[src/rtl/crc_macros.svh]
// Build constants for the CRC checker. Only a 32-bit word over four 8-bit stages is supported
`ifndef CRC_MACROS_SVH
`define CRC_MACROS_SVH

// Generator polynomial, normal (unreflected) form
`define CRC_POLY 32'h04C11DB7

// Message word width in bits
`define CRC_DATA_W 32

// Width of the user tag that rides along with each word
`define CRC_TAG_W 4

// Engine depth
// The word width divided by this gives the bits handled per stage
`define CRC_STAGES 4

// Mismatch counter width, saturates at all ones
`define CRC_ERR_W 4

`endif

[src/rtl/crc_data_pkg.sv]
// Data path types for the CRC checker. The CRC value is as wide as the data word
`include "crc_macros.svh"

package crc_data_pkg;

    // One message word, MSB is the first bit sent
    typedef logic [`CRC_DATA_W-1:0] crc_word_t;

    // Computed remainder or the check value received with a word
    typedef logic [`CRC_DATA_W-1:0] crc_value_t;

    // Opaque user tag, returned unchanged with the result
    typedef logic [`CRC_TAG_W-1:0] crc_tag_t;

endpackage

[src/rtl/crc_status_pkg.sv]
// Status types for the CRC checker. The error count only clears on reset
`include "crc_macros.svh"

package crc_status_pkg;

    // Saturating count of words whose check value did not match
    typedef logic [`CRC_ERR_W-1:0] err_count_t;

    // High when the received value equals the computed CRC
    typedef logic match_t;

endpackage

[src/rtl/crc_result_if.sv]
// Result path from the CRC engine to the compare stage. No back-pressure, fields valid only with valid
`timescale 1ns/1ns

interface crc_result_if import crc_data_pkg::*; ();

    bit         valid;
    crc_value_t crc;
    crc_value_t ref_crc;
    crc_tag_t   tag;

    // Engine side
    modport src (
        output valid,
        output crc,
        output ref_crc,
        output tag
    );

    // Compare side
    modport dst (
        input valid,
        input crc,
        input ref_crc,
        input tag
    );

endinterface

[src/rtl/crc_word_pipe.sv]
// CRC-32 of one word (poly 04C11DB7, init 0, no reflection, no XOR-out). Five cycles of latency, no stall
`timescale 1ns/1ns
`include "crc_macros.svh"

module crc_word_pipe import crc_data_pkg::*; (
    input  logic       clk,
    input  logic       rst_n,
    input  logic       in_valid,
    input  crc_word_t  in_word,
    input  crc_value_t in_ref,
    input  crc_tag_t   in_tag,
    crc_result_if.src  res
);

    localparam int         STAGES = `CRC_STAGES;
    localparam int         DATA_W = `CRC_DATA_W;
    localparam int         BITS   = DATA_W / STAGES;
    localparam int         CRC_W  = $bits(crc_value_t);
    localparam crc_value_t POLY   = `CRC_POLY;

    // Index 0 is the input capture, index k is the output of engine stage k
    logic [STAGES:0] vld;
    crc_value_t      ref_q [0:STAGES];
    crc_tag_t        tag_q [0:STAGES];

    // Message bits still to be consumed, next byte at the top
    crc_word_t       msg   [0:STAGES-1];

    // Partial remainder after each stage
    crc_value_t      rem   [1:STAGES];

    // Per-bit remainder chain inside each stage
    crc_value_t      chain [0:STAGES-1][0:BITS];

    genvar s, b;
    generate
        for (s = 0; s < STAGES; s++) begin : g_stage
            // First stage starts from the zero initial value
            if (s == 0) begin : g_seed
                assign chain[s][0] = '0;
            end else begin : g_carry
                assign chain[s][0] = rem[s];
            end

            for (b = 0; b < BITS; b++) begin : g_bit
                logic fb;

                // Feedback is the remainder MSB against the incoming message bit
                assign fb = chain[s][b][CRC_W-1] ^ msg[s][DATA_W-1-b];
                assign chain[s][b+1] = {chain[s][b][CRC_W-2:0], 1'b0} ^ (fb ? POLY : '0);
            end
        end
    endgenerate

    // Valid shift chain, one bit per register level
    always_ff @(posedge clk or negedge rst_n) begin
        if (!rst_n) begin
            vld <= '0;
        end else begin
            vld <= {vld[STAGES-1:0], in_valid};
        end
    end

    // Payload registers only load behind a valid word
    always_ff @(posedge clk) begin
        if (in_valid) begin
            msg[0]   <= in_word;
            ref_q[0] <= in_ref;
            tag_q[0] <= in_tag;
        end

        for (int k = 1; k <= STAGES; k++) begin
            if (vld[k-1]) begin
                rem[k]   <= chain[k-1][BITS];
                ref_q[k] <= ref_q[k-1];
                tag_q[k] <= tag_q[k-1];
            end
        end

        // Consumed byte drops off the top
        for (int k = 1; k < STAGES; k++) begin
            if (vld[k-1]) begin
                msg[k] <= msg[k-1] << BITS;
            end
        end
    end

    assign res.valid   = vld[STAGES];
    assign res.crc     = rem[STAGES];
    assign res.ref_crc = ref_q[STAGES];
    assign res.tag     = tag_q[STAGES];

    // A word leaving the engine must carry a fully known remainder
    a_valid_crc_known: assert property (
        @(posedge clk) disable iff (!rst_n)
        res.valid |-> !$isunknown(res.crc)
    );

endmodule

[src/rtl/crc_match_unit.sv]
// Registered compare of computed and received CRC. The mismatch count saturates and clears only on reset
`timescale 1ns/1ns

module crc_match_unit import crc_data_pkg::*, crc_status_pkg::*; (
    input  logic       clk,
    input  logic       rst_n,
    crc_result_if.dst  res,
    output logic       out_valid,
    output crc_value_t out_crc,
    output match_t     out_match,
    output crc_tag_t   out_tag,
    output err_count_t err_count
);

    localparam err_count_t ERR_MAX = '1;

    match_t hit;

    assign hit = (res.crc == res.ref_crc);

    // Result strobe, one edge behind the engine
    always_ff @(posedge clk or negedge rst_n) begin
        if (!rst_n) begin
            out_valid <= 1'b0;
        end else begin
            out_valid <= res.valid;
        end
    end

    // Result fields hold their last value between strobes
    always_ff @(posedge clk) begin
        if (res.valid) begin
            out_crc   <= res.crc;
            out_match <= hit;
            out_tag   <= res.tag;
        end
    end

    // Counts on the same edge that presents the failing result
    always_ff @(posedge clk or negedge rst_n) begin
        if (!rst_n) begin
            err_count <= '0;
        end else if (res.valid && !hit && (err_count != ERR_MAX)) begin
            err_count <= err_count + err_count_t'(1);
        end
    end

    // Counter only moves up between resets
    a_count_monotonic: assert property (
        @(posedge clk) disable iff (!rst_n)
        err_count >= $past(err_count)
    );

    // A count step shows up together with the failing result it counts
    a_count_step: assert property (
        @(posedge clk) disable iff (!rst_n)
        (err_count != $past(err_count)) |-> (out_valid && !out_match)
    );

endmodule

[src/rtl/crc_checker_top.sv]
// Top of the CRC-32 word checker. One word per cycle at most, fixed six-cycle latency, no back-pressure
`timescale 1ns/1ns

module crc_checker_top import crc_data_pkg::*, crc_status_pkg::*; (
    input  logic       clk,
    input  logic       rst_n,
    input  logic       in_valid,
    input  crc_word_t  in_word,
    input  crc_value_t in_ref,
    input  crc_tag_t   in_tag,
    output logic       out_valid,
    output crc_value_t out_crc,
    output match_t     out_match,
    output crc_tag_t   out_tag,
    output err_count_t err_count
);

    // Engine to compare stage
    crc_result_if res_if ();

    crc_word_pipe crc_word_pipe_inst (
        .clk      (clk),
        .rst_n    (rst_n),
        .in_valid (in_valid),
        .in_word  (in_word),
        .in_ref   (in_ref),
        .in_tag   (in_tag),
        .res      (res_if.src)
    );

    crc_match_unit crc_match_unit_inst (
        .clk       (clk),
        .rst_n     (rst_n),
        .res       (res_if.dst),
        .out_valid (out_valid),
        .out_crc   (out_crc),
        .out_match (out_match),
        .out_tag   (out_tag),
        .err_count (err_count)
    );

endmodule

[config.mk]
export PLATFORM = sky130hd
export DESIGN_NAME = crc_checker_top
export DESIGN_NICKNAME = d
export VERILOG_FILES = /design/src/rtl/crc_data_pkg.sv /design/src/rtl/crc_status_pkg.sv /design/src/rtl/crc_result_if.sv /design/src/rtl/crc_word_pipe.sv /design/src/rtl/crc_match_unit.sv /design/src/rtl/crc_checker_top.sv
export VERILOG_INCLUDE_DIRS = /design/src /design/src/rtl
export SDC_FILE = /design/constraint.sdc
export NUM_CORES = 1
export LEC_CHECK = 0
export CAP_MARGIN = 0
export CORE_ASPECT_RATIO = 0.7
export CORE_MARGIN = 2
export CORE_UTILIZATION = 55
export DETAILED_ROUTE_END_ITERATION = 16
export DONT_BUFFER_PORTS = 1
export MAX_ROUTING_LAYER = met4
export PLACE_DENSITY = 0.75
export SETUP_SLACK_MARGIN = 0.4
export SYNTH_ARGS = -nofsm -noshare
export SYNTH_HDL_FRONTEND = slang
export SYNTH_HIERARCHICAL = 1
export SYNTH_SLANG_ARGS = --single-unit
[constraint.sdc]
create_clock -name clk -period 4.97 [get_ports clk]
set_input_delay 0.2485 -clock clk [delete_from_list [all_inputs] [get_ports clk]]
set_output_delay 0.2485 -clock clk [all_outputs]
set_load 0.01 [all_outputs]
==> key figures <==
Die
  – Die Ht: 146.5 µm
  – Top Ports: around 110
  – Core Area: between 20000 and 30000 µm²
  – Die width: about 210 µm
  – Starting density of the core: between 50 and 60%
  – Cell row count: 52
  – Full die area: a little over 30000 µm²

STA
  – Final period utilization: between 40% and 50%
  – Worst rel slew slack: ~37%
  – Final min period: around 2.4 ns
  – TNS Setup: 0 ns
  – RSZ-0062 raised after global routing: no
  – Setup ws final: between 2 and 3 ns
  – Final hold viol count: 0
  – Clock skew: ~0.015 ns
  – Max Slew Vio Count: 0
  – Final setup fails: 0
  – Slew of the pin with the lowest slew margin: 0.9396 ns
  – Hold_ws: about 0.025 ns
  – Peak Freq: slightly above 400 MHz

Setup path
  – CP Data Arrival Time: around 2.7 ns
  – Worst r2r dst: crc_word_pipe_inst/rem[0][100]$_DFFE_PP_
  – R2R depth: 4
  – Crit end category: flop
  – Setup CP Type: flop to flop
  – CP required: ~5.2 ns
  – Nature of the critical path startpoint: flop
  – Worst Path Max Fanout: 6
  – Reg2reg setup slack: 2.54 ns
  – CP cell instances: xnor2_1, xnor2_1, xnor2_1, xnor2_1
  – Slowest cell on crit path: xnor2_1
  – CP max stage delay: roughly 0.6 ns
  – R2R Path Start: crc_word_pipe_inst/msg[3][30]$_DFFE_PP_
  – Most used cell, CP: xnor2_1

Synthesis
  – Leading area contributor after synthesis: edfxtp_1
  – Syn_nets: 819
  – Register area share after synthesis: ~81%
  – Yosys cell types: 26
  – Avg Inst Size Synth: 21.36 µm²
  – Main area contributors after synthesis: edfxtp_1 80%, xnor2_1 10%, xor2_1 3.3%
  – Yosys reg bits: approximately 430
  – Area of the mapped netlist: 15960 µm²
  – Ys Warns: 6
  – Top cell type's share of synthesized area: 79.60%
  – Synth Instances: approximately 750

Route
  – Routed vias: about 6500
  – DRT iter0 DRCs: 442
  – Post-detailed-route count of antenna-violating nets: 0
  – DRC: 0
  – DR WL/cell: 20.82 µm
  – Vias per cell: approximately 5.2
  – First drt pass iteration count: 5
  – Routed WL: about 26000 µm

Clock tree
  – Post-cts resize count: 0
  – CTS tree: yes
  – CTS H-Tree Depth: 2
  – Skew-Pair Late Insertion Delay: about 0.53 ns
  – Clock Pin Slew Worst Setup and Hold Paths: ~0.06 ns
  – Total CTS buffers: 40
  – Clk buf depth: 3
  – Post-CTS Setup Bufs: 0
  – Num Clock Sinks: approximately 430
  – Root Buffer: clkbuf_16
  – Hold_buf cts: 70

Global routing
  – Pin count of the biggest net entering global routing: between 70 and 80
  – GRT Total Usage: a little under a fifth
  – Initial antenna violation count: 0
  – First-pass GRT wire length: 40330 µm
  – GRT busiest layer: met2
  – Global routing usage on met1: a little over a quarter
  – Total global routing overflow: 0
  – Met3 usage: under 10%
  – Vias in the first global route: 6739
  – M2 GR Usage: 26.88%

Placed design
  – Final HPWL DP: 16510 µm
  – Final Wtd Congestion: between 0.8 and 0.9
  – Pre-CTS WS: roughly 2.6 ns
  – # port buffers: 0

Cells and area
  – Commonest non-fill, non-tap cell in the layout: edfxtp_1
  – Ant. Diodes: 0
  – Storage element area: about 13000 µm²
  – Filler cell count: between 1500 and 2000
  – Multi-input gate area: between 2000 and 3000 µm²
  – Most frequent cells in the layout: 423 x edfxtp_1, 191 x xnor2_1, 69 x dlygate4sd3_1
  – Fraction of layout cells with a size suffix above 1: a little over a tenth
  – Nets: 927
  – Area grow syn2layout: 15.52%

Pwr
  – Peak supply drop: approximately 0.35 mV
  – Leak Pwr: around 6.2 nW
  – Power Density: 660.4 nW/µm²

Hold path
  – Hold Path Class: input port to flop
  – Hold Crit Start: in_valid
  – Hold depth: 1
  – Worst Hold End: crc_word_pipe_inst/vld[0]$_DFF_PN0_

Job
  – Max-cap violations: 0

Run status
  – Run status: complete, no violations
## how the worst max path moves through the flow
stage | from | endpoint | cells after the start
after floorplan | crc_word_pipe_inst/vld[0]$_DFF_PN0_ | crc_word_pipe_inst/msg[1][10]$_DFFE_PP_ | 0
after CTS | crc_word_pipe_inst/msg[3][30]$_DFFE_PP_ | crc_word_pipe_inst/rem[0][100]$_DFFE_PP_ | 4
after detailed placement | crc_word_pipe_inst/msg[3][30]$_DFFE_PP_ | crc_word_pipe_inst/rem[0][104]$_DFFE_PP_ | 4
after global placement | crc_word_pipe_inst/msg[3][30]$_DFFE_PP_ | crc_word_pipe_inst/rem[0][122]$_DFFE_PP_ | 4
after global routing | crc_word_pipe_inst/msg[3][30]$_DFFE_PP_ | crc_word_pipe_inst/rem[0][108]$_DFFE_PP_ | 4
final | crc_word_pipe_inst/msg[3][30]$_DFFE_PP_ | crc_word_pipe_inst/rem[0][100]$_DFFE_PP_ | 4
## cell type report
class | count | area share [%]
Timing Repair Buffer | 75 | 4.099
Clock inverter | 22 | 1.317
Inverter | 6 | 0.1222
Clock buffer | 46 | 5.667
Multi-Input combinational cell | 299 | 15.92
Sequential cell | 433 | 70.31
Tap cell | 378 | 2.565
## through the flow
stage               area, µm²  util, %  instances  power, mW
CTS                     18440    64.25       1259      12.25
global placement        16430    57.26       1121      9.003
finish                  18440    64.25       1259      12.17
global route            18440    64.25       1259      12.72
floorplan               15960        -        747      8.294
detailed placement      16430    57.26       1121      9.097
## report_power, final
| group | internal, mW | total [mW] | switching [mW] | leakage, nW |
|---|---|---|---|---|
| Combinational | 1.68 | 3.41 | 1.72 | 1.34 |
| Sequential | 5.25 | 5.74 | 0.493 | 4.25 |
| Clock | 1.77 | 3.02 | 1.26 | 0.624 |
| Total | 8.70 | 12.2 | 3.47 | 6.22 |
## synthesized netlist by cell type
library cell,count
xnor2_1,191
a21oi_2,1
nand4_1,8
ha_1,1
inv_1,6
xnor2_4,3
xnor3_2,1
nor4_2,2
clkbuf_1,5
a21oi_1,1
edfxtp_1,423
nand3_1,3
xor2_2,2
nand2_1,1
xnor2_2,11
dfrtp_1,10
mux2_4,1
xnor3_4,1
xor2_1,60
xnor3_1,4
xor3_2,1
xor3_1,3
buf_4,4
xor2_4,2
a211oi_1,1
and2_2,1
## worst max-delay path, delay by kind of cell (launching register included)
kind	cells	cell delay, ns
flip-flops	1	0.39
XOR/XNOR	4	1.78
## cells by family (layout without fill, tap and decap cells)
group | after synthesis | after routing | synth area share [%]
simple gates | 15 | 15 | 0.6350
compound gates | 3 | 3 | 0.1333
flops | 433 | 433 | 81.17
buf+inv | 15 | 149 | 0.4469
xor+xnor | 279 | 279 | 17.45
fa+ha+maj | 1 | 1 | 0.07839
mux | 1 | 1 | 0.09406
## per-layer routing
layer	share of wire, %	vias up
met4	1.8	0
met1	47	3333
met5	0	-
met3	5.1	42
li1	-	2950
met2	46	182
## state kept, by name, summed over array words and instances, names as in the netlist
register	cells
crc_match_unit_inst/err_count	4
crc_match_unit_inst/out_crc	32
crc_match_unit_inst/out_match	1
crc_match_unit_inst/out_tag	4
crc_match_unit_inst/out_valid	1
crc_word_pipe_inst/msg	80
crc_word_pipe_inst/ref_q	160
crc_word_pipe_inst/rem	126
crc_word_pipe_inst/tag_q	20
crc_word_pipe_inst/vld	5
No activity file was read; power rests on OpenSTA's default activity.
